==> config.mk <==
export PLATFORM = sky130hd
export DESIGN_NAME = adxl355_log_top
export DESIGN_NICKNAME = d
export VERILOG_FILES = /design/src/adxl355_log_pkg.sv /design/src/adxl355_log_top.sv /design/src/pps_gen.sv /design/src/pps_monitor.sv /design/src/sync_gen.sv
export VERILOG_INCLUDE_DIRS = /design/src /design/src/include
export SDC_FILE = /design/constraint.sdc
export NUM_CORES = 1
export LEC_CHECK = 0
export ABC_AREA = 1
export BUFFER_PORTS_ARGS = -buffer_cell sky130_fd_sc_hd__buf_2
export CORE_ASPECT_RATIO = 1.25
export CORE_MARGIN = 2
export CORE_UTILIZATION = 55
export DETAILED_ROUTE_END_ITERATION = 7
export PLACE_DENSITY = 0.82
export SYNTH_ARGS = -nofsm -noshare
export SYNTH_HDL_FRONTEND = slang
export SYNTH_SLANG_ARGS = --single-unit
==> constraint.sdc <==
create_clock -name clk -period 9.55 [get_ports clk]
set_input_delay 0.4775 -clock clk [delete_from_list [all_inputs] [get_ports clk]]
set_output_delay 0.4775 -clock clk [all_outputs]
set_load 0.05 [all_outputs]
==> src/include/adxl355_log_consts.svh <==
/*
  default sizes for the adxl355 logger timing core
  rates are in Hz, tolerance and widths in clk cycles
  sync stages must be 2 or more
*/
`ifndef ADXL355_LOG_CONSTS_SVH
`define ADXL355_LOG_CONSTS_SVH

// system clock, fed directly without the vendor PLL
`define ADXL355_CLK_HZ 40000000

// DRDY/SYNC output rate = sensor sample rate
`define ADXL355_SYNC_HZ 1000

// allowed deviation of one PPS period from nominal
// 20000 cycles = 500 us at 40 MHz
`define ADXL355_PPS_TOL_CYC 20000

// good periods in a row before pps_valid
`define ADXL355_PPS_GOOD_N 2

// drdy high time in cycles
`define ADXL355_SYNC_WIDTH 4

// metastability flops on the PPS input
`define ADXL355_PPS_SYNC_STAGES 2

`endif

==> src/adxl355_log_pkg.sv <==
/*
  types shared by the adxl355 logger timing core
  cycle counts are one 32 bit word, enough for 1 s at 40 MHz plus tolerance
*/
package adxl355_log_pkg;

  // clk cycles, one PPS period plus margin
  typedef logic [31:0] cycle_cnt_t;

  // sync pulses per second
  typedef logic [15:0] sync_rate_t;

  // pps monitor FSM
  typedef enum logic [1:0] {
    pps_wait_first = 2'd0, // no edge seen yet
    pps_measuring  = 2'd1, // counting good periods
    pps_locked     = 2'd2  // reference valid
  } pps_state_e;

endpackage

==> src/adxl355_log_top.sv <==
/*
  timing core of the adxl355 logger, clk supplied directly
  pps_sel 1 = internal reference, 0 = external pps_ext (asynchronous)
  SPI pins pass straight through with no delay
*/
`timescale 1ns/1ps
`include "adxl355_log_consts.svh"

module adxl355_log_top #(
  parameter adxl355_log_pkg::cycle_cnt_t clk_hz      = `ADXL355_CLK_HZ,
  parameter adxl355_log_pkg::sync_rate_t sync_hz     = `ADXL355_SYNC_HZ,
  parameter adxl355_log_pkg::cycle_cnt_t pps_tol_cyc = `ADXL355_PPS_TOL_CYC
) (
  input  logic       clk,
  input  logic       arst_n,
  input  logic       pps_ext,
  input  logic       pps_sel,
  input  logic       esp_csn,
  input  logic       esp_mosi,
  input  logic       esp_sclk,
  output logic       esp_miso,
  output logic       adxl_csn,
  output logic       adxl_mosi,
  output logic       adxl_sclk,
  input  logic       adxl_miso,
  input  logic       adxl_int1,
  input  logic       adxl_int2,
  output logic       drdy,
  output logic       pps_valid,
  output logic [7:0] led
);

  logic                        pps_int;    // bench reference
  logic                        pps_ref;    // selected source, registered
  logic                        pps_accept; // qualified edge pulse
  adxl355_log_pkg::cycle_cnt_t period_cyc; // last accepted period

  // source mux, one flop before the monitor
  always_ff @(posedge clk or negedge arst_n)
  begin
    if (!arst_n)
    begin
      pps_ref <= 1'b0;
    end
    else
    begin
      pps_ref <= pps_sel ? pps_int : pps_ext;
    end
  end

  pps_gen #(
    .clk_hz(clk_hz)
  ) pps_gen0 (
    .clk   (clk),
    .arst_n(arst_n),
    .pps   (pps_int)
  );

  pps_monitor #(
    .clk_hz     (clk_hz),
    .pps_tol_cyc(pps_tol_cyc)
  ) pps_monitor0 (
    .clk       (clk),
    .arst_n    (arst_n),
    .pps       (pps_ref),
    .pps_accept(pps_accept),
    .period_cyc(period_cyc),
    .pps_valid (pps_valid)
  );

  sync_gen #(
    .sync_hz(sync_hz)
  ) sync_gen0 (
    .clk       (clk),
    .arst_n    (arst_n),
    .pps_accept(pps_accept),
    .period_cyc(period_cyc),
    .drdy      (drdy)       // to ADXL355 DRDY/SYNC pin
  );

  // host SPI straight to the sensor
  assign adxl_csn  = esp_csn;
  assign adxl_mosi = esp_mosi;
  assign adxl_sclk = esp_sclk;
  assign esp_miso  = adxl_miso;

  // status LEDs, 7 down to 0
  assign led = {drdy, adxl_int2, adxl_int1, 3'b000, pps_valid, pps_ref};

endmodule

==> src/pps_gen.sv <==
/*
  internal 1 Hz reference, stands in for a GNSS receiver on the bench
  high for the first clk_hz/10 cycles of each clk_hz cycle period
  first rise one cycle after reset release
*/
`timescale 1ns/1ps
`include "adxl355_log_consts.svh"

module pps_gen #(
  parameter adxl355_log_pkg::cycle_cnt_t clk_hz = `ADXL355_CLK_HZ
) (
  input  logic clk,
  input  logic arst_n,
  output logic pps
);

  localparam adxl355_log_pkg::cycle_cnt_t cnt_max = clk_hz - 1; // last count of period
  localparam adxl355_log_pkg::cycle_cnt_t pps_w   = clk_hz / 10; // 100 ms duty

  adxl355_log_pkg::cycle_cnt_t cnt_q; // position within period

  // free running period counter
  always_ff @(posedge clk or negedge arst_n)
  begin
    if (!arst_n)
    begin
      cnt_q <= '0;
    end
    else if (cnt_q == cnt_max)
    begin
      cnt_q <= '0; // wrap each second
    end
    else
    begin
      cnt_q <= cnt_q + 1'b1;
    end
  end

  // set at period start, clear one tenth later
  always_ff @(posedge clk or negedge arst_n)
  begin
    if (!arst_n)
    begin
      pps <= 1'b0;
    end
    else if (cnt_q == '0)
    begin
      pps <= 1'b1; // rising edge = second boundary
    end
    else if (cnt_q == pps_w)
    begin
      pps <= 1'b0;
    end
  end

endmodule

==> src/pps_monitor.sv <==
/*
  PPS qualifier for an asynchronous pps input, rising edges only
  edge seen 3 cycles after pps changes (2 sync flops + edge flop)
  accept window is clk_hz +- pps_tol_cyc inclusive and tol must be below clk_hz
  first edge after reset or timeout only starts a measurement
*/
`timescale 1ns/1ps
`include "adxl355_log_consts.svh"

module pps_monitor #(
  parameter adxl355_log_pkg::cycle_cnt_t clk_hz      = `ADXL355_CLK_HZ,
  parameter adxl355_log_pkg::cycle_cnt_t pps_tol_cyc = `ADXL355_PPS_TOL_CYC
) (
  input  logic                        clk,
  input  logic                        arst_n,
  input  logic                        pps,
  output logic                        pps_accept,
  output adxl355_log_pkg::cycle_cnt_t period_cyc,
  output logic                        pps_valid
);

  localparam int sync_n = `ADXL355_PPS_SYNC_STAGES;
  localparam int good_n = `ADXL355_PPS_GOOD_N;
  localparam int good_w = $clog2(good_n + 1);
  localparam adxl355_log_pkg::cycle_cnt_t per_min = clk_hz - pps_tol_cyc;
  localparam adxl355_log_pkg::cycle_cnt_t per_max = clk_hz + pps_tol_cyc;

  logic [sync_n-1:0]           sync_q;   // metastability chain
  logic                        sync_d;   // previous synced level
  logic                        edge_q;   // one cycle per rising edge
  adxl355_log_pkg::cycle_cnt_t per_cnt;  // cycles since last edge cycle
  logic [good_w-1:0]           good_cnt; // good periods in a row, saturates
  adxl355_log_pkg::pps_state_e state_q;
  logic                        in_window;
  logic                        measuring;
  logic                        timeout;

  // synchronizer and registered edge detect
  always_ff @(posedge clk or negedge arst_n)
  begin
    if (!arst_n)
    begin
      sync_q <= '0;
      sync_d <= 1'b0;
      edge_q <= 1'b0;
    end
    else
    begin
      sync_q <= {sync_q[sync_n-2:0], pps};
      sync_d <= sync_q[sync_n-1];
      edge_q <= sync_q[sync_n-1] & ~sync_d; // rising only
    end
  end

  assign in_window  = (per_cnt >= per_min) && (per_cnt <= per_max);
  assign measuring  = (state_q != adxl355_log_pkg::pps_wait_first);
  assign timeout    = measuring && !edge_q && (per_cnt >= per_max); // edge overdue
  assign pps_accept = edge_q && measuring && in_window; // same cycle as edge
  assign pps_valid  = (state_q == adxl355_log_pkg::pps_locked);

  always_ff @(posedge clk or negedge arst_n)
  begin
    if (!arst_n)
    begin
      state_q    <= adxl355_log_pkg::pps_wait_first;
      per_cnt    <= '0;
      good_cnt   <= '0;
      period_cyc <= clk_hz; // nominal until first accept
    end
    else if (edge_q)
    begin
      per_cnt <= adxl355_log_pkg::cycle_cnt_t'(1); // edge cycle is count 0
      if (pps_accept)
      begin
        period_cyc <= per_cnt;
        if (good_cnt != good_w'(good_n))
        begin
          good_cnt <= good_cnt + 1'b1;
        end
        if (good_cnt >= good_w'(good_n - 1))
        begin
          state_q <= adxl355_log_pkg::pps_locked; // this edge completes the run
        end
        else
        begin
          state_q <= adxl355_log_pkg::pps_measuring;
        end
      end
      else
      begin
        // first edge, or period out of window
        good_cnt <= '0;
        state_q  <= adxl355_log_pkg::pps_measuring;
      end
    end
    else if (timeout)
    begin
      state_q  <= adxl355_log_pkg::pps_wait_first; // reference lost
      per_cnt  <= '0;
      good_cnt <= '0;
    end
    else if (measuring)
    begin
      per_cnt <= per_cnt + 1'b1;
    end
  end

  // accept needs a previous edge to measure from
  a_no_accept_first: assert property (@(posedge clk) disable iff (!arst_n)
    pps_accept |-> (state_q != adxl355_log_pkg::pps_wait_first))
    else $error("pps_accept in pps_wait_first");

  // timeout keeps the counter inside the window
  a_cnt_bound: assert property (@(posedge clk) disable iff (!arst_n)
    per_cnt <= per_max)
    else $error("period counter above nominal + tolerance");

endmodule

==> src/sync_gen.sv <==
/*
  DRDY/SYNC generator, fractional phase accumulator
  sync_hz pulses per period_cyc with no cumulative error
  sync_hz must be below period_cyc, drdy rises one cycle after a start
*/
`timescale 1ns/1ps
`include "adxl355_log_consts.svh"

module sync_gen #(
  parameter adxl355_log_pkg::sync_rate_t sync_hz = `ADXL355_SYNC_HZ
) (
  input  logic                        clk,
  input  logic                        arst_n,
  input  logic                        pps_accept,
  input  adxl355_log_pkg::cycle_cnt_t period_cyc,
  output logic                        drdy
);

  localparam int acc_w = $bits(adxl355_log_pkg::cycle_cnt_t);
  localparam int width = `ADXL355_SYNC_WIDTH;
  localparam int wid_w = $clog2(width + 1);

  adxl355_log_pkg::cycle_cnt_t acc_q;   // phase, always below period_cyc
  logic [acc_w:0]              acc_sum; // one spare bit for the add
  logic                        wrap;    // phase passed a slot boundary
  logic                        start;   // begin a drdy pulse
  logic [wid_w-1:0]            wid_cnt; // remaining high cycles after the first

  assign acc_sum = {1'b0, acc_q} + (acc_w + 1)'(sync_hz);
  assign wrap    = (acc_sum >= {1'b0, period_cyc});
  assign start   = pps_accept | wrap; // accepted edge realigns phase

  // phase accumulator
  always_ff @(posedge clk or negedge arst_n)
  begin
    if (!arst_n)
    begin
      acc_q <= '0;
    end
    else if (pps_accept)
    begin
      acc_q <= '0; // restart phase on disciplined edge
    end
    else if (wrap)
    begin
      acc_q <= acc_w'(acc_sum - {1'b0, period_cyc}); // keep remainder
    end
    else
    begin
      acc_q <= acc_w'(acc_sum);
    end
  end

  // pulse shaper, restart extends the width
  always_ff @(posedge clk or negedge arst_n)
  begin
    if (!arst_n)
    begin
      drdy    <= 1'b0;
      wid_cnt <= '0;
    end
    else if (start)
    begin
      drdy    <= 1'b1;
      wid_cnt <= wid_w'(width - 1);
    end
    else if (wid_cnt != '0)
    begin
      wid_cnt <= wid_cnt - 1'b1; // drdy holds
    end
    else
    begin
      drdy <= 1'b0;
    end
  end

  // phase never reaches a full period, even across period reloads
  a_acc_bound: assert property (@(posedge clk) disable iff (!arst_n)
    acc_q < period_cyc)
    else $error("sync accumulator not below period_cyc");

endmodule

==> flow_metrics.env <==
export IMPL_postRouteAntennaNets=0
export IMPL_fmax_mhz=233
export IMPL_ctsLongestPathBuffers=2
export IMPL_maxCapViolCount=0
export IMPL_synth_edff_count=0
export IMPL_cts_tree="built"
export IMPL_hold_buffers=0
export IMPL_htree_levels=4
export IMPL_cp_end_kind="flop"
export IMPL_cts_resized=0
export IMPL_fin_hold_ws_ns=0.0386
export IMPL_vias=9207
export IMPL_antenna_found_initial=0
export IMPL_fp_dieW_um=124
export IMPL_firstDrtPassIters=7
export IMPL_numCtsBuffers=17
export IMPL_ys_seq_area_share_pct=35.8
export IMPL_cts_num_sinks=142
export IMPL_start_util_pct=55.6
export IMPL_reg2reg_from="sync_gen0.acc_q[21]$_DFF_PN0_"
export IMPL_fin_nets=1522
export IMPL_avgSynthCellArea_um2=6.76
export IMPL_fp_dieH_um=154
export IMPL_grt_max_degree=76
export IMPL_syn_to_final_growth_pct=7.16
export IMPL_async_reset_ff_share_pct=100
export IMPL_drt_iter0_markers=551
export IMPL_fin_setup_tns_ns=0
export IMPL_coreArea_um2=17900
export IMPL_clockRootBuffer="clkbuf_16"
export IMPL_slew_violations=0
export IMPL_worstSetupPathType="flop to flop"
export IMPL_grt_pass1_wl_um=42800
export IMPL_die_area_um2=19200
export IMPL_rows=55
export IMPL_post_drt_via_cell_ratio=5.38
export IMPL_ys_flop_type="dfrtp_1"
export IMPL_worstMarginPinSlew_ns=1.14
export IMPL_rsz0062_at_grt="no"
export IMPL_cpMostUsedCell="nand2_1"
export IMPL_slowest_delay_ns=0.50
export IMPL_drc=0
export IMPL_critPathArrivalTime_ns=4.67
export IMPL_leakage_nw=5.68
export IMPL_grt_ovfl_total=0
export IMPL_clkTransAtPathRegs_ns=0.06
export IMPL_period_minus_slack_ns=4.29
export IMPL_required_ns=9.92
export IMPL_port_buffers=8
export IMPL_final_cell_mix="nand2_1, inv_1, nor2_1, dfrtp_1, nand3_1"
export IMPL_worstPathCellList="nand2_1, nor2_1, nand3b_1, nor4_1, nand2_1, o21ai_0, nand2_1, ha_1, nand2_1, nor2_1, nand2_1, nor2_1, nand2_1, nand3b_1, o21ai_2, nand3_4, nor2_8, nand2_1, nand2_1"
export IMPL_r2r_cells=19
export IMPL_powerDensity_nw_per_um2=123
export IMPL_gp_congestion=1.03
export IMPL_reg2reg_slack_ns=5.26
export IMPL_crit_path_start_kind="flop"
export IMPL_synth_distinct_cells=42
export IMPL_cp_slowest_cell="nor2_8"
export IMPL_fin_skew_ns=0.00529
export IMPL_cts_setup_buffers=0
export IMPL_hpwl_um=19200
export IMPL_cp_buffers_inverters=0
export IMPL_drive_gt1_share_pct=4.18
export IMPL_wire_per_inst_um=14.9
export IMPL_num_antenna_cells=0
export IMPL_slew_headroom_pct=23.7
export IMPL_setup_violations=0
export IMPL_status="completed"
export IMPL_grt_use_total_pct=27.5
export IMPL_min_path_type="input port to async pin"
export IMPL_syn_area_um2=9950
export IMPL_synthCells=1472
export IMPL_ys_warn_count=0
export IMPL_min_period_over_period_pct=45.0
export IMPL_hold_viol=0
export IMPL_worstSkewPairLatency_ns=0.44
export IMPL_ys_ff_latch=142
export IMPL_r2r_end="sync_gen0.acc_q[18]$_DFF_PN0_"
export IMPL_vdd_drop_max_uv=107
export IMPL_ios=24
export IMPL_path_delay_family="simple AND/OR/NAND/NOR gates"
export IMPL_mostFrequentLayoutCell="nand2_1"
export IMPL_path_max_fanout=37
export IMPL_grt_pass1_vias=9078
export IMPL_routed_wl_um=25400
## per-stage QoR
step | power [mW] | setup WS [ns] | util (%) | cell area, µm² | std cells
floorplan | 0.668 | 6.52 | - | 9960 | 1474
global placement | 0.681 | 5.55 | 56.5 | 10100 | 1679
detailed placement | 0.683 | 5.40 | 56.5 | 10100 | 1679
CTS | 1.32 | 5.36 | 59.6 | 10700 | 1711
global route | 1.35 | 4.97 | 59.6 | 10700 | 1711
finish | 1.31 | 5.26 | 59.6 | 10700 | 1711
## per-layer routing
metal / global-route usage (%) / part of all wire (%)
met1: 31.3 / 39
met3: 4.39 / 4.8
met2: 49.5 / 51
met5: 0 / 0
met4: 14.9 / 5.2
## worst register-to-register path, delay by kind of cell, from the launching register on
family | cells | cell delay [ns]
compound gates | 2 | 0.52
simple gates | 16 | 2.90
flops | 1 | 0.44
fa+ha+maj | 1 | 0.36
## flip-flops by register name, summed over array words and instances (netlist names)
| name | flops |
|---|---|
| sync_gen0.acc_q | 32 |
| pps_monitor0.per_cnt | 32 |
| pps_monitor0.state_q | 2 |
| pps_monitor0.period_cyc | 32 |
| pps_gen0.cnt_q | 32 |
| pps_monitor0.good_cnt | 2 |
| pps_monitor0.sync_d | 1 |
| sync_gen0.drdy | 1 |
| pps_monitor0.edge_q | 1 |
| pps_monitor0.sync_q | 2 |
| sync_gen0.wid_cnt | 3 |
| pps_ref | 1 |
| pps_gen0.pps | 1 |
## layout make-up
| class | count | area (µm²) |
|---|---|---|
| Inverter | 248 | 931 |
| Clock inverter | 12 | 111 |
| Sequential cell | 142 | 3560 |
| Clock buffer | 20 | 447 |
| Multi-Input combinational cell | 1050 | 5260 |
| Timing Repair Buffer | 11 | 68.8 |
| Tap cell | 228 | 285 |
| Fill cell | 1687 | 7230 |
## how the worst max path moves through the flow
stage,cells past startpoint,end,start
detailed placement,19,sync_gen0.acc_q[11]$_DFF_PN0_,sync_gen0.acc_q[21]$_DFF_PN0_
global placement,18,sync_gen0.acc_q[23]$_DFF_PN0_,sync_gen0.acc_q[25]$_DFF_PN0_
global route,19,sync_gen0.acc_q[30]$_DFF_PN0_,sync_gen0.acc_q[3]$_DFF_PN0_
CTS,19,sync_gen0.acc_q[11]$_DFF_PN0_,sync_gen0.acc_q[21]$_DFF_PN0_
floorplan,22,sync_gen0.wid_cnt[1]$_DFFE_PN0P_,sync_gen0.acc_q[3]$_DFF_PN0_
finish,19,sync_gen0.acc_q[18]$_DFF_PN0_,sync_gen0.acc_q[21]$_DFF_PN0_
## cells in the mapped netlist, types with 3 or more instances
| cell | count | area, µm² |
|---|---|---|
| inv_1 | 248 | 931 |
| xnor2_1 | 22 | 193 |
| o21bai_1 | 7 | 52.6 |
| clkbuf_1 | 4 | 15.0 |
| nor4_1 | 10 | 62.6 |
| a21oi_1 | 37 | 185 |
| o21ai_0 | 40 | 200 |
| and2_1 | 3 | 18.8 |
| dfstp_2 | 8 | 210 |
| nor3b_1 | 6 | 45.0 |
| a211oi_1 | 3 | 22.5 |
| nand4_1 | 40 | 250 |
| o22ai_1 | 3 | 18.8 |
| dfrtp_1 | 134 | 3350 |
| nand2_1 | 425 | 1600 |
| buf_2 | 14 | 70.1 |
| buf_4 | 13 | 97.6 |
| nand3b_1 | 13 | 97.6 |
| nor2_1 | 208 | 781 |
| ha_1 | 41 | 513 |
| xor2_1 | 43 | 377 |
| nand3_1 | 93 | 465 |
| nor3_1 | 32 | 160 |
## cells by family after synthesis
kind of cell,share of synthesized area (%)
flip-flops,35.8
buffers and inverters,11.5
XOR/XNOR,5.72
adder cells (fa/ha/maj),5.36
other,0.0377
multiplexers,0.113
AND/OR/NAND/NOR,35.9
AO/OA/AOI/OAI,5.56
## where the power goes
group / switching, mW / total [mW] / internal (mW) / leakage [nW]
registers: 0.00624 / 0.617 / 0.611 / 1.85
clock network: 0.272 / 0.638 / 0.366 / 0.267
logic: 0.0421 / 0.0549 / 0.0128 / 3.57
total: 0.320 / 1.31 / 0.990 / 5.68
No activity file was read; power rests on OpenSTA's default activity.
